--- config.mk ---
export PLATFORM = sky130hd
export DESIGN_NAME = board_top
export DESIGN_NICKNAME = d
export VERILOG_FILES = /design/src/source/spart_pkg.sv /design/src/source/key_press.sv /design/src/source/spart_tx.sv /design/src/source/spart_rx.sv /design/src/source/hex_display.sv /design/src/source/board_top.sv
export SDC_FILE = /design/constraint.sdc
export NUM_CORES = 1
export LEC_CHECK = 0
export BUFFER_PORTS_ARGS = -buffer_cell sky130_fd_sc_hd__buf_4
export CORE_MARGIN = 10
export CORE_UTILIZATION = 23
export DETAILED_ROUTE_END_ITERATION = 10
export RECOVER_POWER = 100
export SYNTH_ARGS = -nofsm -noshare
export SYNTH_HDL_FRONTEND = slang
export SYNTH_SLANG_ARGS = --single-unit
--- constraint.sdc ---
create_clock -name sys_clk -period 4.6 [get_ports sys_clk]
set_input_delay 0.92 -clock sys_clk [delete_from_list [all_inputs] [get_ports sys_clk]]
set_output_delay 0.92 -clock sys_clk [all_outputs]
set_load 0.05 [all_outputs]
--- src/source/spart_pkg.sv ---
package spart_pkg;

    // serial bit time in sys_clk cycles
    // short value so simulation runs quickly
    localparam int clks_per_bit = 16;

    // bytes per frame, byte0 goes out first
    localparam int frame_bytes = 3;

    // start bit, 8 data bits, stop bit
    localparam int bits_per_char = 10;

    // counter widths derived from the above
    localparam int clk_cnt_w  = $clog2(clks_per_bit);
    localparam int bit_idx_w  = $clog2(bits_per_char);
    localparam int byte_idx_w = $clog2(frame_bytes);

    // last cycle of a full bit
    localparam logic [clk_cnt_w-1:0] bit_last = clk_cnt_w'(clks_per_bit - 1);
    // last cycle of half a bit, used to reach the start-bit middle
    localparam logic [clk_cnt_w-1:0] half_last = clk_cnt_w'(clks_per_bit / 2 - 1);
    // index of the stop bit inside a character
    localparam logic [bit_idx_w-1:0] stop_idx = bit_idx_w'(bits_per_char - 1);
    // index of the last byte in a frame
    localparam logic [byte_idx_w-1:0] byte_last = byte_idx_w'(frame_bytes - 1);

    // three-byte frame, byte0 in the low bits
    typedef struct packed {
        logic [7:0] byte2;
        logic [7:0] byte1;
        logic [7:0] byte0;
    } frame_t;

    // active-low segments, bit 6 is segment g
    typedef logic [6:0] seg_t;

    // six digits, hex0 shows the lowest nibble
    typedef struct packed {
        seg_t hex5;
        seg_t hex4;
        seg_t hex3;
        seg_t hex2;
        seg_t hex1;
        seg_t hex0;
    } seg_digits_t;

    // every segment dark
    localparam seg_t seg_off = 7'b1111111;

    // font for 0..f, leftmost entry is index 15
    localparam seg_t [15:0] seg_font = {
        7'b0001110,
        7'b0000110,
        7'b0100001,
        7'b1000110,
        7'b0000011,
        7'b0001000,
        7'b0011000,
        7'b0000000,
        7'b1111000,
        7'b0000010,
        7'b0010010,
        7'b0011001,
        7'b0110000,
        7'b0100100,
        7'b1111001,
        7'b1000000
    };

endpackage

--- src/source/key_press.sv ---
`timescale 1ns/1ps

module key_press (
    input  logic              sys_clk,
    input  logic              rst_n,
    input  logic              key_n,
    input  logic [7:0]        sw_byte,
    output logic              send,
    output spart_pkg::frame_t frame
);

    // key synchronizer chain, idle level is high
    logic key_s1;
    logic key_s2;
    logic key_s3;
    // high for the one cycle where the key goes from released to pressed
    logic press;

    // key is active low, so a press is a 1 -> 0 step
    assign press = key_s3 & ~key_s2;

    always_ff @(posedge sys_clk) begin
        if (!rst_n) begin
            key_s1 <= 1'b1;
            key_s2 <= 1'b1;
            key_s3 <= 1'b1;
        end else begin
            key_s1 <= key_n;
            key_s2 <= key_s1;
            key_s3 <= key_s2;
        end
    end

    // send strobe lines up with the registered frame
    always_ff @(posedge sys_clk) begin
        if (!rst_n) begin
            send <= 1'b0;
        end else begin
            send <= press;
        end
    end

    // switch byte copied into every frame slot
    // taken on the press cycle, held until the next press
    always_ff @(posedge sys_clk) begin
        if (press) begin
            frame <= '{byte2: sw_byte, byte1: sw_byte, byte0: sw_byte};
        end
    end

endmodule

--- src/source/spart_tx.sv ---
`timescale 1ns/1ps

module spart_tx (
    input  logic              sys_clk,
    input  logic              rst_n,
    input  logic              send,
    input  spart_pkg::frame_t frame,
    output logic              txd,
    output logic              busy
);

    // frame bits still to go, next data bit sits at bit 0
    logic [$bits(spart_pkg::frame_t)-1:0] shift_q;
    // cycles spent in the current bit
    logic [spart_pkg::clk_cnt_w-1:0]      clk_cnt;
    // 0 is start, 1..8 data, 9 stop
    logic [spart_pkg::bit_idx_w-1:0]      bit_idx;
    // byte of the frame being sent
    logic [spart_pkg::byte_idx_w-1:0]     byte_idx;
    // last cycle of the current bit
    logic                                 bit_done;
    // stop bit of a character is on the line
    logic                                 char_done;
    // next bit is the stop bit
    logic                                 to_stop;
    // new frame taken from the producer
    logic                                 load;
    // next bit is a data bit, take it off the shift buffer
    logic                                 next_data;

    assign bit_done  = clk_cnt == spart_pkg::bit_last;
    assign char_done = bit_idx == spart_pkg::stop_idx;
    assign to_stop   = bit_idx == spart_pkg::stop_idx - 1'b1;
    // a strobe during a transfer is dropped
    assign load      = !busy && send;
    assign next_data = busy && bit_done && !char_done && !to_stop;

    always_ff @(posedge sys_clk) begin
        if (!rst_n) begin
            txd      <= 1'b1;
            busy     <= 1'b0;
            clk_cnt  <= '0;
            bit_idx  <= '0;
            byte_idx <= '0;
        end else if (!busy) begin
            clk_cnt  <= '0;
            bit_idx  <= '0;
            byte_idx <= '0;
            if (send) begin
                // start bit goes out together with busy
                busy <= 1'b1;
                txd  <= 1'b0;
            end
        end else if (bit_done) begin
            clk_cnt <= '0;
            if (char_done) begin
                bit_idx <= '0;
                if (byte_idx == spart_pkg::byte_last) begin
                    // line stays at the stop level
                    busy <= 1'b0;
                end else begin
                    // next byte starts right after the stop bit
                    byte_idx <= byte_idx + 1'b1;
                    txd      <= 1'b0;
                end
            end else begin
                bit_idx <= bit_idx + 1'b1;
                txd     <= to_stop ? 1'b1 : shift_q[0];
            end
        end else begin
            clk_cnt <= clk_cnt + 1'b1;
        end
    end

    // frame buffer, one bit drops out per data bit
    // after eight shifts the next byte sits at the bottom
    always_ff @(posedge sys_clk) begin
        if (load) begin
            shift_q <= frame;
        end else if (next_data) begin
            shift_q <= shift_q >> 1;
        end
    end

endmodule

--- src/source/spart_rx.sv ---
`timescale 1ns/1ps

module spart_rx (
    input  logic              sys_clk,
    input  logic              rst_n,
    input  logic              rxd,
    output logic              frame_valid,
    output logic              frame_error,
    output spart_pkg::frame_t frame
);

    typedef enum logic [1:0] {
        st_idle,
        st_start,
        st_data,
        st_stop
    } rx_state_t;

    rx_state_t state;

    // two-stage synchronizer plus one stage for edge detection
    logic rxd_s1;
    logic rxd_s2;
    logic rxd_prev;
    // cycles into the current bit
    logic [spart_pkg::clk_cnt_w-1:0]      clk_cnt;
    // data bits taken in this character
    logic [2:0]                           data_cnt;
    // good bytes collected in this frame
    logic [spart_pkg::byte_idx_w-1:0]     byte_idx;
    // frame assembly, bits enter at the top and move down
    logic [$bits(spart_pkg::frame_t)-1:0] asm_q;
    // middle of a full bit reached
    logic                                 bit_done;

    assign bit_done = clk_cnt == spart_pkg::bit_last;
    // byte0 ends up lowest once all bytes are in
    assign frame    = asm_q;

    always_ff @(posedge sys_clk) begin
        if (!rst_n) begin
            rxd_s1   <= 1'b1;
            rxd_s2   <= 1'b1;
            rxd_prev <= 1'b1;
        end else begin
            rxd_s1   <= rxd;
            rxd_s2   <= rxd_s1;
            rxd_prev <= rxd_s2;
        end
    end

    always_ff @(posedge sys_clk) begin
        if (!rst_n) begin
            state       <= st_idle;
            clk_cnt     <= '0;
            data_cnt    <= '0;
            byte_idx    <= '0;
            frame_valid <= 1'b0;
            frame_error <= 1'b0;
        end else begin
            // flags are single-cycle pulses
            frame_valid <= 1'b0;
            frame_error <= 1'b0;
            case (state)
                st_idle: begin
                    clk_cnt <= '0;
                    // falling edge means a start bit
                    if (rxd_prev && !rxd_s2) begin
                        state <= st_start;
                    end
                end
                st_start: begin
                    if (clk_cnt == spart_pkg::half_last) begin
                        clk_cnt  <= '0;
                        data_cnt <= '0;
                        // high at mid start bit is a glitch
                        state    <= rxd_s2 ? st_idle : st_data;
                    end else begin
                        clk_cnt <= clk_cnt + 1'b1;
                    end
                end
                st_data: begin
                    if (bit_done) begin
                        clk_cnt  <= '0;
                        data_cnt <= data_cnt + 1'b1;
                        if (data_cnt == 3'd7) begin
                            state <= st_stop;
                        end
                    end else begin
                        clk_cnt <= clk_cnt + 1'b1;
                    end
                end
                st_stop: begin
                    if (bit_done) begin
                        clk_cnt <= '0;
                        state   <= st_idle;
                        if (!rxd_s2) begin
                            // bad stop bit, partial frame thrown away
                            byte_idx    <= '0;
                            frame_error <= 1'b1;
                        end else if (byte_idx == spart_pkg::byte_last) begin
                            byte_idx    <= '0;
                            frame_valid <= 1'b1;
                        end else begin
                            byte_idx <= byte_idx + 1'b1;
                        end
                    end else begin
                        clk_cnt <= clk_cnt + 1'b1;
                    end
                end
                default: begin
                    state <= st_idle;
                end
            endcase
        end
    end

    // lsb first, so each new bit lands at the top and shifts down
    always_ff @(posedge sys_clk) begin
        if (state == st_data && bit_done) begin
            asm_q <= {rxd_s2, asm_q[$bits(spart_pkg::frame_t)-1:1]};
        end
    end

endmodule

--- src/source/hex_display.sv ---
`timescale 1ns/1ps

module hex_display (
    input  logic                   sys_clk,
    input  logic                   rst_n,
    input  logic                   frame_valid,
    input  spart_pkg::frame_t      frame,
    output spart_pkg::seg_digits_t hex
);

    // last good frame from the other board
    spart_pkg::frame_t frame_q;

    // font lookup for one nibble
    // a nibble that matches no entry leaves the digit dark
    function automatic spart_pkg::seg_t nib_to_seg(input logic [3:0] nib);
        spart_pkg::seg_t seg;
        seg = spart_pkg::seg_off;
        for (int i = 0; i < 16; i++) begin
            if (nib == 4'(i)) begin
                seg = spart_pkg::seg_font[i];
            end
        end
        return seg;
    endfunction

    // zero after reset, so all six digits show 0
    always_ff @(posedge sys_clk) begin
        if (!rst_n) begin
            frame_q <= '0;
        end else if (frame_valid) begin
            frame_q <= frame;
        end
    end

    // hex0 is the low nibble of byte0, hex5 the high nibble of byte2
    always_comb begin
        hex.hex0 = nib_to_seg(frame_q.byte0[3:0]);
        hex.hex1 = nib_to_seg(frame_q.byte0[7:4]);
        hex.hex2 = nib_to_seg(frame_q.byte1[3:0]);
        hex.hex3 = nib_to_seg(frame_q.byte1[7:4]);
        hex.hex4 = nib_to_seg(frame_q.byte2[3:0]);
        hex.hex5 = nib_to_seg(frame_q.byte2[7:4]);
    end

endmodule

--- src/source/board_top.sv ---
`timescale 1ns/1ps

module board_top (
    input  logic                   sys_clk,
    input  logic                   rst_n,
    input  logic [3:0]             key,
    input  logic [9:0]             sw,
    input  logic                   rxd,
    output logic                   txd,
    output logic [9:0]             ledr,
    output spart_pkg::seg_digits_t hex
);

    // outgoing side
    logic              send;
    spart_pkg::frame_t tx_frame;
    logic              busy;
    // incoming side
    logic              frame_valid;
    logic              frame_error;
    spart_pkg::frame_t rx_frame;
    // led state
    logic              err_q;
    logic              frame_tog;

    // key[1] sends the switch byte
    key_press key_press_i (
        .sys_clk (sys_clk),
        .rst_n   (rst_n),
        .key_n   (key[1]),
        .sw_byte (sw[7:0]),
        .send    (send),
        .frame   (tx_frame)
    );

    spart_tx spart_tx_i (
        .sys_clk (sys_clk),
        .rst_n   (rst_n),
        .send    (send),
        .frame   (tx_frame),
        .txd     (txd),
        .busy    (busy)
    );

    spart_rx spart_rx_i (
        .sys_clk     (sys_clk),
        .rst_n       (rst_n),
        .rxd         (rxd),
        .frame_valid (frame_valid),
        .frame_error (frame_error),
        .frame       (rx_frame)
    );

    hex_display hex_display_i (
        .sys_clk     (sys_clk),
        .rst_n       (rst_n),
        .frame_valid (frame_valid),
        .frame       (rx_frame),
        .hex         (hex)
    );

    // error flag holds until reset, toggle marks each received frame
    always_ff @(posedge sys_clk) begin
        if (!rst_n) begin
            err_q     <= 1'b0;
            frame_tog <= 1'b0;
        end else begin
            if (frame_error) begin
                err_q <= 1'b1;
            end
            if (frame_valid) begin
                frame_tog <= ~frame_tog;
            end
        end
    end

    assign ledr = {7'b0, frame_tog, err_q, busy};

endmodule

# == Word level (Yosys, flattened, before mapping) ==
# Index checks and enable logic that the tools add are counted.
# classes
muxes,127
eq_ne,108
addsub,6
bitwise,6
reduce_logical,30
# ops
cell,count
2-to-1 mux 7 bit,84
== test 4 bit (second input constant),52
== test 4 x 3 -> 1 bit (second input constant),25
2-to-1 mux 6 bit,12
== test 4 x 2 -> 1 bit (second input constant),12
2-to-1 mux 24 bit,2
== test 4 x 1 -> 1 bit (second input constant),6
zero test 4 bit,6
2-to-1 mux 2 bit,8
2-to-1 mux 1 bit,13
adder 4 x 1 -> 4 bit (second input constant),3
2-to-1 mux 4 bit,3
case mux 4 bit (3 select lines),1
AND reduction 3 bit,4
!= test 2 x 1 -> 1 bit (second input constant),5
== test 2 bit (second input constant),4
case mux 2 bit (4 select lines),1
logical AND 1 bit,6
2-to-1 mux 3 bit,2
case mux 3 bit (2 select lines),1
nonzero test 2 bit,3
inverter 1 bit,5
AND reduction 5 bit,1
adder 2 x 1 -> 2 bit (second input constant),2
other kinds (12),16
# word_totals
wordCells,303
register_bits,114
input_bits,17
out_inout_bits,53

# == Depth between registers and ports, before layout ==
# depth
ltp_word,17
mapped_depth,7

# == By module ==
# From an unflattened synthesis, not the netlist that was laid out.
# hier_totals
hier_cells,532
hier_area_um2,5685.5
# modules_own_cells
module,instances,seq_area_each_um2,area_per_inst_um2,cells_each
hex_display,1,480.5,2035.7,263
spart_tx,1,960.9,1602.8,119
spart_rx,1,1041.0,1431.4,101
key_press,1,320.3,474.2,33
board_top,1,40.0,141.4,16

# == Worst setup path after synthesis ==
# Ideal clock, no wire load.
# synth_timing
kind,reg2reg
start,reg spart_tx_i.clk_cnt[0] (netlist name)
end,reg spart_tx_i.shift_q[0] (netlist name) (enable)
setup_slack_ns,1.383
period_less_slack_ns,3.217
arrival_ns,2.778
t_required_ns,4.162
path_stages_with_launch,6
path_cell_list,dfxtp_1 -> ha_1 -> and3_1 -> clkbuf_1 -> nand2_1 -> o21ai_0
# synth_between
elab_chain_len,5
# synth_rtl
element,line_no,source
from (decl),spart_tx.sv:15,logic [spart_pkg::clk_cnt_w-1:0] clk_cnt;
from (signal assigned),spart_tx.sv:71,clk_cnt <= clk_cnt + 1'b1;
== test 4 bit,spart_tx.sv:31,assign bit_done = clk_cnt == spart_pkg::bit_last;
logical AND 1 bit (3 in series),spart_tx.sv:36,assign next_data = busy && bit_done && !char_done && !to_stop;
nonzero test 2 bit (no source line),n/a,
to (signal assigned),spart_tx.sv:79,shift_q <= frame;
to (signal assigned),spart_tx.sv:81,shift_q <= shift_q >> 1;
to (decl),spart_tx.sv:13,logic [$bits(spart_pkg::frame_t)-1:0] shift_q;
# Every way passes these cells.
# A chain may end at the register's enable or synchronous reset.

# == Worst setup path after layout ==
# layout_timing
start,reg spart_tx_i.clk_cnt[0] (netlist name)
end,reg spart_tx_i.shift_q[12] (netlist name) (enable)
# The elaborated chain is that of the path after synthesis.

==> summary.txt <==
Run status
  – Result of the run: finished, violations left
  – Failing checks: capacitance limit, slew limit

Drt
  – M1 WL: 5.33 mm
  – Final routed wirelength across all metal layers: ~11 mm
  – Met2 routed wirelength: roughly 4.5 mm
  – Residual antenna-violating net count after detailed routing: 0
  – Highest routed layer: met4
  – Routed length on met3: 483 um
  – Routed via count divided by cell count: 4.15
  – Total iterations of the first detailed-routing run: 4
  – DRT iter0 DRCs: 226
  – Drc violations: 0
  – Via count of the routed design: 3810
  – Wire length per cell: 11.5 um

CTS
  – CTS tree: done
  – Clock latency of the later-clocked register in the worst-skew pair: 0.41 ns
  – Number of H-tree levels: 4
  – Buffer depth of the longest clock path: 2
  – Hold-fix buffers at CTS: 0
  – CTS-repair resized insts: 0
  – Clock Root Buffer: clkbuf_16
  – Buffer count from post-CTS setup fixing: 0
  – Clock-pin slew on the worst setup and hold paths: about 0.060 ns
  – Clock tree sinks: approximately 110
  – Total clock buffers created by CTS: 17

Synth
  – Cell types with the largest area share after synthesis: edfxtp_1 31%, dfxtp_1 21%, mux2i_1 7.0%, nand2_1 4.6%, nor2b_1 4.3%
  – Cells after Synth: 550
  – Netlist cell types: 50
  – Count of warnings emitted by yosys: 0
  – Async set-or-reset flop fraction in the synthesized netlist: 0%
  – Leading register cell type out of synthesis: dfxtp_1
  – Number of enable flip-flop cells after synthesis: 56
  – Fraction of synthesized cell area taken by the top area cell type: a little under a third
  – Cell taking the most area after synthesis: edfxtp_1
  – Average size of a mapped cell: around 10 um2
  – Synthesized flop and latch total: ~110
  – Cell area after technology mapping: about 0.0054 mm2
  – Register area share after synthesis: 52.2%

Setup path
  – Slowest Stage Delay on Critical Path: roughly 1.6 ns
  – Critical path data arrival time: 3.03 ns
  – Cell with the largest stage delay on the worst path: o21ai_1
  – Cell count of the worst reg-to-reg path: 4
  – Capture instance of the worst register-to-register path: spart_tx_i.shift_q[12]$_DFFE_PP_
  – FF-to-FF setup slack: approximately 1.6 ns
  – WP data required: 4.59 ns
  – Crit path cell chain: ha_1 > and3_1 > nand2_1 > o21ai_1
  – Critical setup path kind: flip-flop to flip-flop
  – Crit path max fanout: 24
  – Reg2Reg Launch Point: spart_tx_i.clk_cnt[0]$_SDFF_PP0_
  – Worst Setup End Kind: flip-flop
  – Critical path launch point type: flip-flop

Global routing
  – Number of antenna violations at the first check in global routing: 0
  – Total global-route track usage: about 7.0%
  – Vias in the first global route: 3550
  – Total overflow reported by the global router: 0
  – Maximum number of pins on one net before global-route repair: 50
  – First-pass GRT wire length: 17.6 mm

Power
  – VDD IR-drop max: 236 uV
  – Power per standard cell area: between 300 and 400 mW/mm2
  – Leakage Power: 2.29 nW

Worst hold path
  – Hold/Removal Path Class: flip-flop to flip-flop
  – Hold Crit Start: key_press_i.key_s1$_SDFF_PN1_
  – Endpoint of the worst hold path: key_press_i.key_s2$_SDFF_PN1_
  – Worst hold path cell count: 1

STA
  – Final period demand of the worst path: slightly above 3 ns
  – Hold violation count in the final report: 0
  – # setup viols final: 0
  – Max Clock Freq: 329 MHz
  – Final-layout setup total negative slack: 0 ns
  – Worst clock skew on the final layout: ~0.0075 ns
  – Hold slack final: between 0.4 and 0.5 ns
  – Worst-case setup margin in the final layout: about 1.6 ns
  – Final Slew Violations: between 70 and 80
  – Setup repair after global routing missed its margin: false
  – Final critical-path share of the clock period: 66.1%
  – Worst slew slack as a fraction of its limit: -36.3%
  – Worst-margin pin slew: approximately 2 ns

Die
  – Initial cell density of the core: 23.3%
  – DIE WIDTH: around 170 um
  – Number of top-level pins: 70
  – Row cnt: 56
  – Core region area: between 0.02 and 0.025 mm2
  – Floorplan die area: between 0.03 and 0.04 mm2
  – Die Y: about 170 um

Placed design
  – HPWL Detailed: slightly below 7 mm
  – Number of port buffers: 57
  – DP Worst Slack: around 2.1 ns
  – # placed instances: just under 900
  – Routability congestion estimate from global placement: 0.762
  – Instance area after placement: between 0.006 and 0.007 mm2

Cells and area
  – Number of diodes: 0
  – Finished Cell Area: 0.00655 mm2
  – Post-layout net count: ~600
  – Share of post-route cells with drive strength above 1: under 10%
  – Post-route insts no fill: around 920
  – Area overhead of the layout relative to synthesis: 20.4%

Flow run
  – Number of maximum-capacitance constraint violations: 2
## cell usage after synthesis, drive strengths merged, types with 3 or more instances
cell type,count
and3,3
o32ai,6
xor2,3
inv,15
a21o,6
o31a,7
nor3,4
dfxtp,58
nand2,67
nor3b,4
nand2b,24
o21ai,36
nand3,16
mux2i,38
nor2b,37
clkbuf,35
nor2,34
ha,9
xnor2,10
buf,14
nand4,3
edfxtp,56
a211oi,8
a21oi,31
## routing by layer
metal | vias up | global-route usage (%)
li1 | 1976 | -
met1 | 1740 | 8.58
met2 | 74 | 10.5
met3 | 20 | 2.57
met4 | 0 | 3.63
met5 | - | 0
## stage by stage
step,total power (W),util (%)
after CTS,0.00264,28.8
after floorplan,0.00116,-
after global placement,0.00118,26.0
after global routing,0.00269,28.0
after detailed placement,0.00118,26.0
final,0.00260,28.0
## area by class of cell
cell class	instances	area, um2
Clock inverter	13	208
Timing Repair Buffer	59	263
Clock buffer	19	443
Multi-Input combinational cell	378	2340
Inverter	15	56.3
Sequential cell	114	2840
Tap cell	319	399
Fill cell	2501	16800
## worst max-delay path by stage
stage                                                 startpoint                               end  slack (ns)
after floorplan                 spart_tx_i.clk_cnt[0]$_SDFF_PP0_   spart_tx_i.shift_q[0]$_DFFE_PP_        1.38
after global placement          spart_tx_i.clk_cnt[0]$_SDFF_PP0_  spart_tx_i.shift_q[13]$_DFFE_PP_        2.18
after detailed placement        spart_tx_i.clk_cnt[0]$_SDFF_PP0_   spart_tx_i.shift_q[5]$_DFFE_PP_        2.14
after CTS                 hex_display_i.frame_q[13]$_SDFFE_PN0P_                           hex[23]        1.84
after global routing            spart_tx_i.clk_cnt[0]$_SDFF_PP0_  spart_tx_i.shift_q[12]$_DFFE_PP_        1.24
final                           spart_tx_i.clk_cnt[0]$_SDFF_PP0_  spart_tx_i.shift_q[12]$_DFFE_PP_        1.56
## sequential cells by signal (all words and copies together), names as in the netlist, 2 cells and up, named ones only
name                   flops
spart_rx_i.frame          24
spart_rx_i.data_cnt        3
spart_rx_i.byte_idx        2
spart_tx_i.byte_idx        2
spart_tx_i.bit_idx         4
spart_tx_i.shift_q        24
spart_tx_i.clk_cnt         4
spart_rx_i.clk_cnt         4
key_press_i.frame          8
hex_display_i.frame_q     24
## worst max-delay path: cells and delay by family, from the launching register on
kind | cells | cell delay, ns
AO/OA/AOI/OAI | 1 | 1.55
adder cells (fa/ha/maj) | 1 | 0.25
flip-flops | 1 | 0.37
AND/OR/NAND/NOR | 2 | 0.45
## kinds of logic (layout without fill, tap and decap cells)
logic type / count (synthesis) / after routing / share of synthesized area (%)
buffers and inverters: 64 / 106 / 5.19
AOI/OAI and AO/OA: 103 / 103 / 11.7
muxes: 38 / 38 / 6.99
DFF: 114 / 114 / 52.2
other: 1 / 7 / 0.0689
and+or+nand+nor: 208 / 208 / 19.7
xor gates and xnor gates: 13 / 13 / 2.09
adders and majority gates: 9 / 9 / 2.07
## cells in the final DEF, fill, tap and decap left out, drive strengths merged, types with 16 or more instances in the layout
cell / synthesis / routed
clkbuf: 35 / 75
nand2: 67 / 67
dfxtp: 58 / 58
edfxtp: 56 / 56
mux2i: 38 / 38
nor2b: 37 / 37
o21ai: 36 / 36
nor2: 34 / 34
a21oi: 31 / 31
nand2b: 24 / 24
nand3: 16 / 16
inv: 15 / 16
## where the power goes
| part | switching [W] | leakage [nW] | internal, W |
|---|---|---|---|
| combinational | 0.0000515 | 1.00 | 0.0000286 |
| sequential | 0.00000507 | 0.977 | 0.00107 |
| clock | 0.000466 | 0.309 | 0.000975 |
Note: power is estimated with default switching activity, not from simulation.
